### src/fsab_mem_pkg.sv
// Shared widths, codes, depths and state encodings for the FSAB to DDR2 bridge; import where needed
package fsab_mem_pkg;

	// FSAB side
	localparam int FSAB_DATA_W = 64;
	localparam int FSAB_MASK_W = 8;          // 1 = byte written
	localparam int FSAB_ADDR_W = 31;
	localparam int FSAB_DID_W = 4;
	localparam int FSAB_LEN_W = 4;
	localparam int FSAB_LEN_MAX = 8;
	localparam int FSAB_MODE_W = 1;
	localparam logic [FSAB_MODE_W-1:0] FSAB_MODE_READ = 1'b0;
	localparam logic [FSAB_MODE_W-1:0] FSAB_MODE_WRITE = 1'b1;
	localparam int FSAB_INITIAL_CREDITS = 4;

	// Controller application port
	localparam int APP_DATA_W = 128;         // Two FSAB beats
	localparam int APP_MASK_W = 16;          // 1 = byte masked
	localparam int MIG_CMD_W = 3;
	localparam logic [MIG_CMD_W-1:0] MIG_CMD_WRITE = 3'd0;
	localparam logic [MIG_CMD_W-1:0] MIG_CMD_READ = 3'd1;
	localparam int MIG_WORDS_PER_BURST = 2;
	localparam int MIG_BURST_BYTES = 32;

	// Queue sizing
	localparam int RESP_SLOTS = 4;
	localparam int REQ_FIFO_DEPTH = FSAB_INITIAL_CREDITS;
	localparam int WDATA_FIFO_DEPTH = FSAB_INITIAL_CREDITS * 4;
	localparam int RDATA_FIFO_DEPTH = RESP_SLOTS * 4;

	// Queue entry widths and counters
	localparam int REQ_HDR_W = FSAB_MODE_W + 2 * FSAB_DID_W + FSAB_ADDR_W + FSAB_LEN_W;
	localparam int WQ_W = APP_DATA_W + APP_MASK_W;
	localparam int TAG_W = 2 * FSAB_DID_W + FSAB_LEN_W;
	localparam int REQ_CNT_W = $clog2(FSAB_INITIAL_CREDITS + 1);
	localparam int SLOT_CNT_W = $clog2(RESP_SLOTS + 1);
	localparam int RDATA_CNT_W = $clog2(RDATA_FIFO_DEPTH + 1);

	// FSM encodings
	localparam int ST_W = 2;
	localparam logic [ST_W-1:0] ST_IDLE = 2'd0;
	localparam logic [ST_W-1:0] ST_CMD = 2'd1;
	localparam logic [ST_W-1:0] ST_WORDS = 2'd2;
	localparam logic [ST_W-1:0] RS_IDLE = 2'd0;
	localparam logic [ST_W-1:0] RS_WAIT = 2'd1;
	localparam logic [ST_W-1:0] RS_SEND = 2'd2;
	localparam logic [ST_W-1:0] RS_DRAIN = 2'd3;

endpackage

### src/fsab_mem_ifs.sv
// Internal links of the bridge: request queue to issuer, issuer to response path
`timescale 1ns/1ps

interface req_q_if;
	import fsab_mem_pkg::*;

	logic req_ready;                    // Header and all its words queued
	logic [FSAB_MODE_W-1:0] req_mode;
	logic [FSAB_DID_W-1:0] req_did;
	logic [FSAB_DID_W-1:0] req_subdid;
	logic [FSAB_ADDR_W-1:0] req_addr;
	logic [FSAB_LEN_W-1:0] req_len;
	logic [APP_DATA_W-1:0] wdata;
	logic [APP_MASK_W-1:0] wmask;       // FSAB polarity
	logic req_pop;
	logic wdata_pop;

	modport intake (output req_ready, req_mode, req_did, req_subdid, req_addr, req_len,
		wdata, wmask, input req_pop, wdata_pop);
	modport issue (input req_ready, req_mode, req_did, req_subdid, req_addr, req_len,
		wdata, wmask, output req_pop, wdata_pop);
endinterface

interface rtag_if;
	import fsab_mem_pkg::*;

	logic tag_push;
	logic [FSAB_DID_W-1:0] tag_did;
	logic [FSAB_DID_W-1:0] tag_subdid;
	logic [FSAB_LEN_W-1:0] tag_len;
	logic slot_free;                    // Response slot handed back

	modport issue (output tag_push, tag_did, tag_subdid, tag_len, input slot_free);
	modport response (input tag_push, tag_did, tag_subdid, tag_len, output slot_free);
endinterface

### src/fsab_fifo.sv
// Circular-buffer FIFO with registered read data; instantiated for every queue of the bridge
`timescale 1ns/1ps

module fsab_fifo #(
	parameter int WIDTH = 8,
	parameter int DEPTH = 4
) (
	input  logic clk0_tb,
	input  logic rst0_tb,
	input  logic wr_en,
	input  logic [WIDTH-1:0] wr_data,
	input  logic rd_en,
	output logic [WIDTH-1:0] rd_data,
	output logic empty,
	output logic [$clog2(DEPTH+1)-1:0] count
);
	logic [WIDTH-1:0] mem [DEPTH];
	logic [$clog2(DEPTH)-1:0] wr_ptr;
	logic [$clog2(DEPTH)-1:0] rd_ptr;

	assign empty = (count == '0);

	always_ff @(posedge clk0_tb or posedge rst0_tb) begin
		if (rst0_tb) begin
			wr_ptr <= '0;
			rd_ptr <= '0;
			count <= '0;
		end else begin
			if (wr_en)
				wr_ptr <= (wr_ptr == DEPTH - 1) ? '0 : wr_ptr + 1'b1;
			if (rd_en)
				rd_ptr <= (rd_ptr == DEPTH - 1) ? '0 : rd_ptr + 1'b1;
			case ({wr_en, rd_en})
				2'b10: count <= count + 1'b1;
				2'b01: count <= count - 1'b1;
				default: count <= count;
			endcase
		end
	end

	always_ff @(posedge clk0_tb) begin
		if (wr_en)
			mem[wr_ptr] <= wr_data;
		if (rd_en)
			rd_data <= mem[rd_ptr];    // Valid the cycle after the pop
	end

endmodule

### src/fsab_memory.sv
// Top of the FSAB to DDR2 application-port bridge; FSAB ports on one side, controller on the other
`timescale 1ns/1ps

module fsab_memory (
	input  logic clk0_tb,
	input  logic rst0_tb,
	input  logic fsabo_valid,
	input  logic [fsab_mem_pkg::FSAB_MODE_W-1:0] fsabo_mode,
	input  logic [fsab_mem_pkg::FSAB_DID_W-1:0] fsabo_did,
	input  logic [fsab_mem_pkg::FSAB_DID_W-1:0] fsabo_subdid,
	input  logic [fsab_mem_pkg::FSAB_ADDR_W-1:0] fsabo_addr,
	input  logic [fsab_mem_pkg::FSAB_LEN_W-1:0] fsabo_len,
	input  logic [fsab_mem_pkg::FSAB_DATA_W-1:0] fsabo_data,
	input  logic [fsab_mem_pkg::FSAB_MASK_W-1:0] fsabo_mask,
	output logic fsabo_credit,
	output logic fsabi_valid,
	output logic [fsab_mem_pkg::FSAB_DID_W-1:0] fsabi_did,
	output logic [fsab_mem_pkg::FSAB_DID_W-1:0] fsabi_subdid,
	output logic [fsab_mem_pkg::FSAB_DATA_W-1:0] fsabi_data,
	output logic app_af_wren,
	output logic [fsab_mem_pkg::MIG_CMD_W-1:0] app_af_cmd,
	output logic [fsab_mem_pkg::FSAB_ADDR_W-1:0] app_af_addr,
	output logic app_wdf_wren,
	output logic [fsab_mem_pkg::APP_DATA_W-1:0] app_wdf_data,
	output logic [fsab_mem_pkg::APP_MASK_W-1:0] app_wdf_mask_data,
	input  logic app_af_afull,
	input  logic app_wdf_afull,
	input  logic rd_data_valid,
	input  logic [fsab_mem_pkg::APP_DATA_W-1:0] rd_data_fifo_out,
	input  logic phy_init_done
);
	req_q_if req_q ();
	rtag_if rtag ();

	fsab_req_intake fsab_req_intake_inst (
		.clk0_tb      (clk0_tb),
		.rst0_tb      (rst0_tb),
		.fsabo_valid  (fsabo_valid),
		.fsabo_mode   (fsabo_mode),
		.fsabo_did    (fsabo_did),
		.fsabo_subdid (fsabo_subdid),
		.fsabo_addr   (fsabo_addr),
		.fsabo_len    (fsabo_len),
		.fsabo_data   (fsabo_data),
		.fsabo_mask   (fsabo_mask),
		.q            (req_q.intake)
	);

	mig_cmd_issue mig_cmd_issue_inst (
		.clk0_tb           (clk0_tb),
		.rst0_tb           (rst0_tb),
		.phy_init_done     (phy_init_done),
		.app_af_afull      (app_af_afull),
		.app_wdf_afull     (app_wdf_afull),
		.q                 (req_q.issue),
		.t                 (rtag.issue),
		.app_af_wren       (app_af_wren),
		.app_af_cmd        (app_af_cmd),
		.app_af_addr       (app_af_addr),
		.app_wdf_wren      (app_wdf_wren),
		.app_wdf_data      (app_wdf_data),
		.app_wdf_mask_data (app_wdf_mask_data),
		.fsabo_credit      (fsabo_credit)
	);

	fsab_resp_path fsab_resp_path_inst (
		.clk0_tb          (clk0_tb),
		.rst0_tb          (rst0_tb),
		.rd_data_valid    (rd_data_valid),
		.rd_data_fifo_out (rd_data_fifo_out),
		.t                (rtag.response),
		.fsabi_valid      (fsabi_valid),
		.fsabi_did        (fsabi_did),
		.fsabi_subdid     (fsabi_subdid),
		.fsabi_data       (fsabi_data)
	);

endmodule

### src/fsab_req_intake.sv
// FSAB request intake; queues headers and packs write beats in pairs into controller words
`timescale 1ns/1ps

module fsab_req_intake (
	input  logic clk0_tb,
	input  logic rst0_tb,
	input  logic fsabo_valid,
	input  logic [fsab_mem_pkg::FSAB_MODE_W-1:0] fsabo_mode,
	input  logic [fsab_mem_pkg::FSAB_DID_W-1:0] fsabo_did,
	input  logic [fsab_mem_pkg::FSAB_DID_W-1:0] fsabo_subdid,
	input  logic [fsab_mem_pkg::FSAB_ADDR_W-1:0] fsabo_addr,
	input  logic [fsab_mem_pkg::FSAB_LEN_W-1:0] fsabo_len,
	input  logic [fsab_mem_pkg::FSAB_DATA_W-1:0] fsabo_data,
	input  logic [fsab_mem_pkg::FSAB_MASK_W-1:0] fsabo_mask,
	req_q_if.intake q
);
	import fsab_mem_pkg::*;

	logic [FSAB_LEN_W-1:0] rem;         // Write beats still to come
	logic have_half;                    // Even beat waiting for its partner
	logic [FSAB_DATA_W-1:0] held_data;
	logic [FSAB_MASK_W-1:0] held_mask;
	logic [REQ_CNT_W-1:0] ready_cnt;    // Fully queued requests
	logic new_req;
	logic wr_beat;
	logic last_beat;
	logic req_done;
	logic word_push;
	logic [WQ_W-1:0] word;
	logic [REQ_HDR_W-1:0] hdr_out;
	logic [WQ_W-1:0] word_out;

	assign new_req = fsabo_valid && (rem == '0);
	assign wr_beat = fsabo_valid && ((rem != '0) || (fsabo_mode == FSAB_MODE_WRITE));
	assign last_beat = wr_beat && (new_req ? (fsabo_len == 1) : (rem == 1));
	assign req_done = (new_req && fsabo_mode == FSAB_MODE_READ) || last_beat;
	assign word_push = wr_beat && (have_half || last_beat);

	// Even beat in the low half, odd beat in the high half
	assign word = have_half ? {fsabo_data, held_data, fsabo_mask, held_mask}
		: {{FSAB_DATA_W{1'b0}}, fsabo_data, {FSAB_MASK_W{1'b0}}, fsabo_mask};

	assign {q.req_mode, q.req_did, q.req_subdid, q.req_addr, q.req_len} = hdr_out;
	assign {q.wdata, q.wmask} = word_out;
	assign q.req_ready = (ready_cnt != '0);

	always_ff @(posedge clk0_tb or posedge rst0_tb) begin
		if (rst0_tb) begin
			rem <= '0;
			have_half <= 1'b0;
			ready_cnt <= '0;
		end else begin
			if (new_req && fsabo_mode == FSAB_MODE_WRITE)
				rem <= fsabo_len - 1'b1;
			else if (wr_beat)
				rem <= rem - 1'b1;
			if (wr_beat)
				have_half <= !have_half && !last_beat;
			if (req_done && !q.req_pop)
				ready_cnt <= ready_cnt + 1'b1;
			else if (!req_done && q.req_pop)
				ready_cnt <= ready_cnt - 1'b1;
		end
	end

	always_ff @(posedge clk0_tb) begin
		if (wr_beat && !have_half) begin
			held_data <= fsabo_data;
			held_mask <= fsabo_mask;
		end
	end

	fsab_fifo #(.WIDTH(REQ_HDR_W), .DEPTH(REQ_FIFO_DEPTH)) hdr_fifo_inst (
		.clk0_tb (clk0_tb),
		.rst0_tb (rst0_tb),
		.wr_en   (new_req),
		.wr_data ({fsabo_mode, fsabo_did, fsabo_subdid, fsabo_addr, fsabo_len}),
		.rd_en   (q.req_pop),
		.rd_data (hdr_out),
		.empty   (),
		.count   ()
	);

	fsab_fifo #(.WIDTH(WQ_W), .DEPTH(WDATA_FIFO_DEPTH)) wdata_fifo_inst (
		.clk0_tb (clk0_tb),
		.rst0_tb (rst0_tb),
		.wr_en   (word_push),
		.wr_data (word),
		.rd_en   (q.wdata_pop),
		.rd_data (word_out),
		.empty   (),
		.count   ()
	);

endmodule

### src/fsab_resp_path.sv
// Read response path; matches read tags with controller words and plays beats onto the FSAB return
`timescale 1ns/1ps

module fsab_resp_path (
	input  logic clk0_tb,
	input  logic rst0_tb,
	input  logic rd_data_valid,
	input  logic [fsab_mem_pkg::APP_DATA_W-1:0] rd_data_fifo_out,
	rtag_if.response t,
	output logic fsabi_valid,
	output logic [fsab_mem_pkg::FSAB_DID_W-1:0] fsabi_did,
	output logic [fsab_mem_pkg::FSAB_DID_W-1:0] fsabi_subdid,
	output logic [fsab_mem_pkg::FSAB_DATA_W-1:0] fsabi_data
);
	import fsab_mem_pkg::*;

	logic [ST_W-1:0] state;
	logic [FSAB_LEN_W-1:0] beat;
	logic [TAG_W-1:0] tag_out;
	logic [FSAB_LEN_W-1:0] tag_len;
	logic [FSAB_LEN_W:0] used;          // Words the response consumes
	logic [APP_DATA_W-1:0] word;
	logic [RDATA_CNT_W-1:0] word_cnt;
	logic tag_empty;
	logic word_empty;
	logic tag_pop;
	logic word_pop;
	logic last_beat;

	assign {fsabi_did, fsabi_subdid, tag_len} = tag_out;
	assign used = ({1'b0, tag_len} + 1'b1) >> 1;
	assign last_beat = (beat + 1'b1 == tag_len);

	assign tag_pop = (state == RS_IDLE) && !tag_empty;
	assign word_pop = ((state == RS_WAIT) && (word_cnt >= used))
		|| ((state == RS_SEND) && beat[0] && !last_beat)
		|| ((state == RS_DRAIN) && !word_empty);   // Leftover word of a burst

	assign fsabi_valid = (state == RS_SEND);
	assign fsabi_data = beat[0] ? word[APP_DATA_W-1:FSAB_DATA_W] : word[FSAB_DATA_W-1:0];

	// Odd word count leaves one unused word in the last burst
	assign t.slot_free = ((state == RS_SEND) && last_beat && !used[0])
		|| ((state == RS_DRAIN) && !word_empty);

	always_ff @(posedge clk0_tb or posedge rst0_tb) begin
		if (rst0_tb) begin
			state <= RS_IDLE;
			beat <= '0;
		end else begin
			case (state)
				RS_IDLE: begin
					if (tag_pop)
						state <= RS_WAIT;
				end
				RS_WAIT: begin
					if (word_pop) begin
						state <= RS_SEND;
						beat <= '0;
					end
				end
				RS_SEND: begin
					if (last_beat)
						state <= used[0] ? RS_DRAIN : RS_IDLE;
					else
						beat <= beat + 1'b1;
				end
				default: begin
					if (!word_empty)
						state <= RS_IDLE;
				end
			endcase
		end
	end

	fsab_fifo #(.WIDTH(TAG_W), .DEPTH(RESP_SLOTS)) tag_fifo_inst (
		.clk0_tb (clk0_tb),
		.rst0_tb (rst0_tb),
		.wr_en   (t.tag_push),
		.wr_data ({t.tag_did, t.tag_subdid, t.tag_len}),
		.rd_en   (tag_pop),
		.rd_data (tag_out),
		.empty   (tag_empty),
		.count   ()
	);

	fsab_fifo #(.WIDTH(APP_DATA_W), .DEPTH(RDATA_FIFO_DEPTH)) rdata_fifo_inst (
		.clk0_tb (clk0_tb),
		.rst0_tb (rst0_tb),
		.wr_en   (rd_data_valid),
		.wr_data (rd_data_fifo_out),
		.rd_en   (word_pop),
		.rd_data (word),
		.empty   (word_empty),
		.count   (word_cnt)
	);

endmodule

### src/mig_cmd_issue.sv
// Command issuer; turns queued requests into controller commands, write words and FSAB credits
`timescale 1ns/1ps

module mig_cmd_issue (
	input  logic clk0_tb,
	input  logic rst0_tb,
	input  logic phy_init_done,
	input  logic app_af_afull,
	input  logic app_wdf_afull,
	req_q_if.issue q,
	rtag_if.issue t,
	output logic app_af_wren,
	output logic [fsab_mem_pkg::MIG_CMD_W-1:0] app_af_cmd,
	output logic [fsab_mem_pkg::FSAB_ADDR_W-1:0] app_af_addr,
	output logic app_wdf_wren,
	output logic [fsab_mem_pkg::APP_DATA_W-1:0] app_wdf_data,
	output logic [fsab_mem_pkg::APP_MASK_W-1:0] app_wdf_mask_data,
	output logic fsabo_credit
);
	import fsab_mem_pkg::*;

	logic [ST_W-1:0] state;
	logic [FSAB_LEN_W-1:0] burst_idx;   // Burst within the request
	logic wib;                          // Word within the burst
	logic [FSAB_LEN_W:0] nwords;
	logic [FSAB_LEN_W:0] nbursts;
	logic is_write;
	logic slots_avail;
	logic last_burst;
	logic cmd_go;
	logic word_go;
	logic wr_done;

	assign is_write = (q.req_mode == FSAB_MODE_WRITE);
	assign nwords = ({1'b0, q.req_len} + 1'b1) >> 1;
	assign nbursts = (nwords + 1'b1) >> 1;
	assign last_burst = (burst_idx + 1'b1 == nbursts);

	assign cmd_go = (state == ST_CMD) && phy_init_done && !app_af_afull
		&& (is_write || slots_avail);
	assign word_go = (state == ST_WORDS) && !app_wdf_afull;

	assign app_af_wren = cmd_go;
	assign app_af_cmd = is_write ? MIG_CMD_WRITE : MIG_CMD_READ;
	assign app_af_addr = q.req_addr + FSAB_ADDR_W'(burst_idx) * FSAB_ADDR_W'(MIG_BURST_BYTES);
	assign app_wdf_wren = word_go;
	assign app_wdf_data = q.wdata;
	assign app_wdf_mask_data = ({burst_idx, wib} < nwords) ? ~q.wmask : '1;  // Pad words masked

	assign q.req_pop = (state == ST_IDLE) && q.req_ready && phy_init_done;
	// Next word fetched one cycle ahead of its wren
	assign q.wdata_pop = (cmd_go && is_write && ({burst_idx, 1'b0} < nwords))
		|| (word_go && !wib && ({burst_idx, 1'b1} < nwords));

	assign t.tag_push = cmd_go && !is_write && (burst_idx == '0);
	assign t.tag_did = q.req_did;
	assign t.tag_subdid = q.req_subdid;
	assign t.tag_len = q.req_len;

	assign fsabo_credit = wr_done || t.tag_push;

	always_ff @(posedge clk0_tb or posedge rst0_tb) begin
		if (rst0_tb) begin
			state <= ST_IDLE;
			burst_idx <= '0;
			wib <= 1'b0;
			wr_done <= 1'b0;
		end else begin
			wr_done <= word_go && wib && last_burst;
			case (state)
				ST_IDLE: begin
					if (q.req_pop) begin
						state <= ST_CMD;
						burst_idx <= '0;
						wib <= 1'b0;
					end
				end
				ST_CMD: begin
					if (cmd_go) begin
						if (is_write)
							state <= ST_WORDS;
						else if (last_burst)
							state <= ST_IDLE;
						else
							burst_idx <= burst_idx + 1'b1;
					end
				end
				ST_WORDS: begin
					if (word_go) begin
						wib <= !wib;
						if (wib) begin
							burst_idx <= burst_idx + 1'b1;
							state <= last_burst ? ST_IDLE : ST_CMD;
						end
					end
				end
				default: state <= ST_IDLE;
			endcase
		end
	end

	read_slot_credits read_slot_credits_inst (
		.clk0_tb     (clk0_tb),
		.rst0_tb     (rst0_tb),
		.debit       (t.tag_push),
		.credit      (t.slot_free),
		.slots_avail (slots_avail)
	);

endmodule

### src/read_slot_credits.sv
// Count of free read-response slots; gates read commands in the issuer
`timescale 1ns/1ps

module read_slot_credits (
	input  logic clk0_tb,
	input  logic rst0_tb,
	input  logic debit,                 // Read issued
	input  logic credit,                // Response slot released
	output logic slots_avail
);
	import fsab_mem_pkg::*;

	logic [SLOT_CNT_W-1:0] slots;

	assign slots_avail = (slots != '0);

	always_ff @(posedge clk0_tb or posedge rst0_tb) begin
		if (rst0_tb) begin
			slots <= SLOT_CNT_W'(RESP_SLOTS);
		end else begin
			case ({debit, credit})
				2'b10: slots <= slots - 1'b1;
				2'b01: slots <= slots + 1'b1;
				default: slots <= slots;
			endcase
		end
	end

endmodule

### config.mk
export PLATFORM = sky130hd
export DESIGN_NAME = fsab_memory
export DESIGN_NICKNAME = d
export VERILOG_FILES = /design/src/fsab_mem_pkg.sv /design/src/fsab_mem_ifs.sv /design/src/fsab_fifo.sv /design/src/fsab_memory.sv /design/src/fsab_req_intake.sv /design/src/fsab_resp_path.sv /design/src/mig_cmd_issue.sv /design/src/read_slot_credits.sv
export SDC_FILE = /design/constraint.sdc
export NUM_CORES = 2
export LEC_CHECK = 0
export BUFFER_PORTS_ARGS = -buffer_cell sky130_fd_sc_hd__buf_4
export CORE_AREA = 3 3 880 882
export DETAILED_ROUTE_END_ITERATION = 8
export DIE_AREA = 0 0 883 885
export REMOVE_ABC_BUFFERS = 1
export SLEW_MARGIN = 15
export SYNTH_ARGS = -nofsm -noshare
export SYNTH_HDL_FRONTEND = slang
export SYNTH_HIERARCHICAL = 1
export SYNTH_MEMORY_MAX_BITS = 65536
export SYNTH_SLANG_ARGS = --single-unit
### constraint.sdc
create_clock -name clk0_tb -period 15.2 [get_ports clk0_tb]
set_clock_uncertainty 0.2 [all_clocks]
set_input_delay 0.76 -clock clk0_tb [delete_from_list [all_inputs] [get_ports clk0_tb]]
set_output_delay 0.76 -clock clk0_tb [all_outputs]
set_load 0.05 [all_outputs]
After elaboration in Yosys (flattened, before gate mapping):

Memory sizes are Yosys's and may differ from the RTL's. A register that Yosys moved wholly into a read port is not among the register bits.
Index checks and enable logic that the tools add are counted.

* memories: 4
* output and inout bits: 254
* latch bits: 0
* bits in writable memories: 4576
* flip-flop bits (word level): 129
* input port bits: 251
* word-level logic and storage cells: 221
* bits in read-only memories: 0

* divide/modulo/power cells: 0
* eq/ne operators: 35
* magnitude comparators: 4
* $mul: 0
* reduce and logical (&&, ||, !) cells: 74
* bitwise operators: 2
* add/subtract/negate cells: 25
* mux-type cells: 55
* shifts and indexed selects: 0

Memories
* fsab_req_intake_inst.wdata_fifo_inst.mem: depth 16, width 144, read ports 1, clocked after Yosys merged registers in 1, write ports 1, RTL line fsab_fifo.sv:17 `logic [WIDTH-1:0] mem [DEPTH];`
* fsab_resp_path_inst.rdata_fifo_inst.mem: depth 16, width 128, read ports 1, clocked after Yosys merged registers in 1, write ports 1, RTL line fsab_fifo.sv:17
* fsab_req_intake_inst.hdr_fifo_inst.mem: depth 4, width 44, read ports 1, clocked after Yosys merged registers in 1, write ports 1, RTL line fsab_fifo.sv:17
* fsab_resp_path_inst.tag_fifo_inst.mem: depth 4, width 12, read ports 1, clocked after Yosys merged registers in 1, write ports 1, RTL line fsab_fifo.sv:17

Operator list (number)
* $mux 144: 1
* $mux 64: 1
* $mux 4: 14
* $add 31x9->31: 1
* $logic_and 1x1->1: 31
* $mux 2: 15
* $add 4x1->4 const B: 6
* $add 4x1->5 const B: 4
* $eq 2x2->1 const B: 10
* $eq 4x4->1 const B: 4
* $mux 16: 1
* $not 16->16: 1
* $lt 5x4->1: 3
* $reduce_bool 2->1: 7
* $mux 1: 13
* $logic_not 1->1: 12
* $ne 2x2->1 const B: 6
* $pmux 2 s3: 2
* $pmux 3 s2: 2
* $pmux 4 s3: 1
* $eq 2x1->1 const B: 5
* $pmux 5 s2: 1
* $add 3x1->3 const B: 3
* $logic_or 1x1->1: 9
* 26 further kinds: 42

Depth between registers and ports, before layout:

* word-level depth: 9
* depth in mapped cells: 13
* gate-level depth less buffers: 13

By module:

The synthesis kept the hierarchy.

Modules (own cells, without submodules)
* fsab_fifo at fsab_req_intake_inst.wdata_fifo_inst: area an instance 91397.7 um^2, cells an instance 3825, instances 1
* fsab_fifo at fsab_resp_path_inst.rdata_fifo_inst: area an instance 81079.0 um^2, cells an instance 3352, instances 1
* fsab_fifo at fsab_req_intake_inst.hdr_fifo_inst: area an instance 8146.6 um^2, cells an instance 312, instances 1
* fsab_req_intake: area an instance 4159.0 um^2, cells an instance 299, instances 1
* mig_cmd_issue: area an instance 2633.8 um^2, cells an instance 357, instances 1
* fsab_fifo at fsab_resp_path_inst.tag_fifo_inst: area an instance 2513.7 um^2, cells an instance 112, instances 1
* fsab_resp_path: area an instance 1387.6 um^2, cells an instance 141, instances 1
* read_slot_credits: area an instance 167.7 um^2, cells an instance 14, instances 1

Worst setup path before layout:

OpenSTA, ideal clock, no wires.

* path type: input-to-reg
* start: input app_af_afull
* end: register fsab_req_intake_inst/wdata_fifo_inst/count[4] (netlist name)
* data arrival time: 11.448 ns
* setup time: 0.135 ns
* stages: 11
* slack: 3.417 ns
* data required time: 14.865 ns
* path through: nor3_1 o211ai_1 o22ai_1 ha_1 clkbuf_1 xor2_1 ha_1 or2_2 a31oi_1 o31ai_1 xor2_1

RTL lines
* start: declaration: RTL line fsab_memory.sv:26 `input logic app_af_afull,`

Worst setup path in the final report:

* start: input fsabo_len[1] (netlist name)
* end: memory fsab_req_intake_inst/wdata_fifo_inst/mem[8][82] (netlist name) (enable)

* longest elaborated chain between the ends: 7

RTL lines
* start: declaration: RTL line fsab_memory.sv:12 `input logic [fsab_mem_pkg::FSAB_LEN_W-1:0] fsabo_len,`
* $eq 4x1->1: RTL line fsab_req_intake.sv:35 `assign last_beat = wr_beat && (new_req ? (fsabo_len == 1) : (rem == 1));`
* $mux 1: RTL line fsab_req_intake.sv:35
* $logic_and 1x1->1: RTL line fsab_req_intake.sv:35
* $logic_or 1x1->1: RTL line fsab_req_intake.sv:37 `assign word_push = wr_beat && (have_half || last_beat);`
* $logic_and 1x1->1: RTL line fsab_req_intake.sv:37
* net fsab_req_intake_inst.word_push: RTL line fsab_req_intake.sv:28 `logic word_push;`
* $mux 1: RTL line fsab_fifo.sv:42 `if (wr_en)`
* $mux 1 (implied by the code): RTL line fsab_fifo.sv:43 `mem[wr_ptr] <= wr_data;`
* end: declaration: RTL line fsab_fifo.sv:17

The timed path passes the listed nets, and every way through them passes these cells.

==> flow_summary.yaml <==
floorplan:
  placementRows: 322
  core-area_um2: 768000
  die_x_um: 883
  die_h_um: 885
  start_util: 0.249
  die_area_um2: 781000
  ios: 505
timing:
  worst_pin_slew_ns: 1.16
  maxSlewViolCount: 0
  rsz0062_at_grt: "false"
  fin_crit_ns: 6.31
  timing.setup.tns_ns: 0
  setup_viol: 0
  hold_violations: 0
  setup_slack_ns: 8.89
  slew_headroom: 0.224
  finalCritPeriodShare: 0.415
  max_clock_freq_mhz: 159
detailed_routing:
  dr_total_vias: 89400
  wl_mm: 473
  viasPerCell: 4.49
  first_pass_iters: 5
  drtIter0Drc: 9365
  drcViolationCount: 0
  post_drt_wl_per_cell_um: 23.7
  antenna_left: 0
global_routing:
  track_usage: 0.117
  grt_max_degree: 153
  grt_pass1_vias: 92400
  overflow: 0
  grt_pass1_wl_mm: 678
  antenna_found_initial: 61
critical_path:
  worstSetupPathType: "in -> reg"
  worstPathArrival_ns: 6.74
  critPathLaunchType: "input port"
  crit_top_cell: "buf_4"
  cpPeakStageDelay_ns: 0.81
  cp.required_ns: 15.63
  path_cells: "dlygate4sd3_1, buf_4, inv_1, ha_1, or3b_4, a2111oi_4, o21ba_1, inv_1, nor3b_1, and2_4, buf_4, buf_4, buf_4"
  endpoint_kind: "flop"
  critPathBufInv: 7
  path_max_fanout: 44
  cp_slowest_cell: "buf_4"
  cp_top_family: "buffers and inverters"
power_and_ir_drop:
  comb_power_share: 0.275
  p_seq_frac: 0.427
  p_int_mw: 29.2
  power_density_nw_per_um2: 189
  vdd_ir_drop_max_v: 0.000231
  clockPowerShare: 0.298
  swShare: 0.315
  p_leak_nw: 70.4
  p_switching_mw: 13.4
cts:
  cts_resized: 0
  path_clk_slew_ns: 0.06
  cts_inserted_buffers: 529
  cts_tree: "built"
  cts_buffer_depth: 4
  post-cts-setup-buffers: 0
  root_buffer: "clkbuf_16"
  htree_levels: 6
  cts_num_sinks: 5033
  clock_insertion_delay_worst_skew_ns: 1.06
final_layout:
  drive_above_1_share: 0.283
  n_fill_cell: 74200
  fin_util: 0.294
  syn_to_final_growth_pct: 18.1
  finalNetCount: 9560
synth:
  ys_warn_count: 6
  netlist_instances: 8359
  synth_area_um2: 191000
  avgSynthCellArea_um2: 22.8
placement:
  pre_cts_ws_ns: 8.30
  hpwlAfterDp_mm: 256
  port_buffers: 502
  gp_congestion: 0.730
status:
  status: "completed"
flow_run:
  drv_cap: 0
hold_path:
  hold_path.class: "in -> reg"
## final cells by class
cell class | count | area, µm² | share of cell area
Antenna cell | 38 | 95.1 | 0.000422
Clock buffer | 658 | 13900 | 0.0615
Clock inverter | 281 | 3310 | 0.0147
Inverter | 64 | 245 | 0.00109
Multi-Input combinational cell | 2703 | 36600 | 0.162
Sequential cell | 5033 | 151000 | 0.669
Tap cell | 10200 | 12800 | 0.0566
Timing Repair Buffer | 920 | 7740 | 0.0343
## registers in the layout (all words and copies together), names as in the netlist, 5 cells and up
name	count
fsab_req_intake_inst/hdr_fifo_inst/mem	176
fsab_req_intake_inst/hdr_fifo_inst/rd_data	44
fsab_req_intake_inst/held_data	64
fsab_req_intake_inst/held_mask	8
fsab_req_intake_inst/wdata_fifo_inst/mem	2304
fsab_req_intake_inst/wdata_fifo_inst/rd_data	144
fsab_resp_path_inst/rdata_fifo_inst/count	5
fsab_resp_path_inst/rdata_fifo_inst/mem	2048
fsab_resp_path_inst/rdata_fifo_inst/rd_data	128
fsab_resp_path_inst/tag_fifo_inst/mem	48
fsab_resp_path_inst/tag_fifo_inst/rd_data	12
## layout by cell type (no fill, tap or decap), types with 9 or more instances in the layout
cell / instances
buf_4: 653
clkinvlp_4: 19
edfxtp_1: 4976
and2_1: 77
nor3_1: 10
diode_2: 38
o22ai_1: 44
clkinv_1: 93
buf_12: 15
dlygate4sd3_1: 251
mux2_2: 145
clkinv_2: 67
xnor2_1: 30
mux4_2: 1114
clkbuf_1: 120
a21oi_1: 19
and3_1: 11
clkbuf_16: 534
and2_4: 34
ha_1: 54
a22oi_1: 499
inv_16: 9
clkinv_16: 29
dfrtp_1: 46
o21ai_0: 29
nand2_1: 315
nand3_1: 37
nor2_1: 50
nand2b_1: 29
inv_1: 62
bufinv_16: 38
inv_6: 15
xor2_1: 27
mux2i_1: 51
## layer usage
metal  routed length, µm  share of wire  vias up  global-route usage
met5                  27       0.000057        -                   0
met4               11100          0.024        4              0.0283
met3               30400          0.064      646              0.0183
met2              232000           0.49     3199               0.194
met1              199000           0.42    48600               0.160
li1                    -              -    36900                   -
## worst paths after layout
path,startpoint,to,slack (ns),depth (start not counted)
setup / recovery,fsabo_len[1],fsab_req_intake_inst/wdata_fifo_inst/mem[8][82],8.89,13
hold / removal,phy_init_done,fsab_req_intake_inst/ready_cnt[0],0.17,5
setup reg to reg,fsab_req_intake_inst/rem[0],fsab_req_intake_inst/wdata_fifo_inst/mem[8][82],9.01,11
hold reg to reg,fsab_resp_path_inst/tag_fifo_inst/count[2],fsab_resp_path_inst/tag_fifo_inst/count[2],0.27,1
max in group asynchronous,rst0_tb,fsab_resp_path_inst/rdata_fifo_inst/rd_ptr[0],13.61,3
min in group asynchronous,rst0_tb,async pin,0.21,3
## what timing repair did
action / in CTS / in global routing
endpoints found under the hold margin: 2533 / 0
setup endpoints to repair: 0 / 0
hold buffers: 251 / 0
## stage by stage
step | area (µm²) | hold WS, ns | std cells | total power, mW
final | 226000 | 0.172 | 19900 | 42.6
after global placement | 206000 | 0.259 | 18700 | 30.2
after floorplan | 188000 | 0.234 | 7800 | 29.8
after global routing | 225000 | 0.0936 | 19900 | 44.4
after detailed placement | 206000 | 0.261 | 18700 | 30.3
after CTS | 225000 | 0.000259 | 19900 | 43.2
## worst min-delay path, delay by kind of cell
family | cells | cell delay, ns
and+or+nand+nor | 1 | 0.19
xor gates and xnor gates | 1 | 0.07
buffers and inverters | 2 | 0.18
adders and majority gates | 1 | 0.19
## power groups by stage
stage | logic [mW] | registers, mW | clock network [mW]
5_1_grt | 12.5 | 18.3 | 13.6
2_1_floorplan | 10.3 | 19.5 | 0
6_report | 11.7 | 18.2 | 12.7
4_1_cts | 11.9 | 18.2 | 13.0
3_5_place_dp | 11.8 | 18.5 | 0
3_3_place_gp | 11.8 | 18.5 | 0
Note: power is estimated with default switching activity, not from simulation.
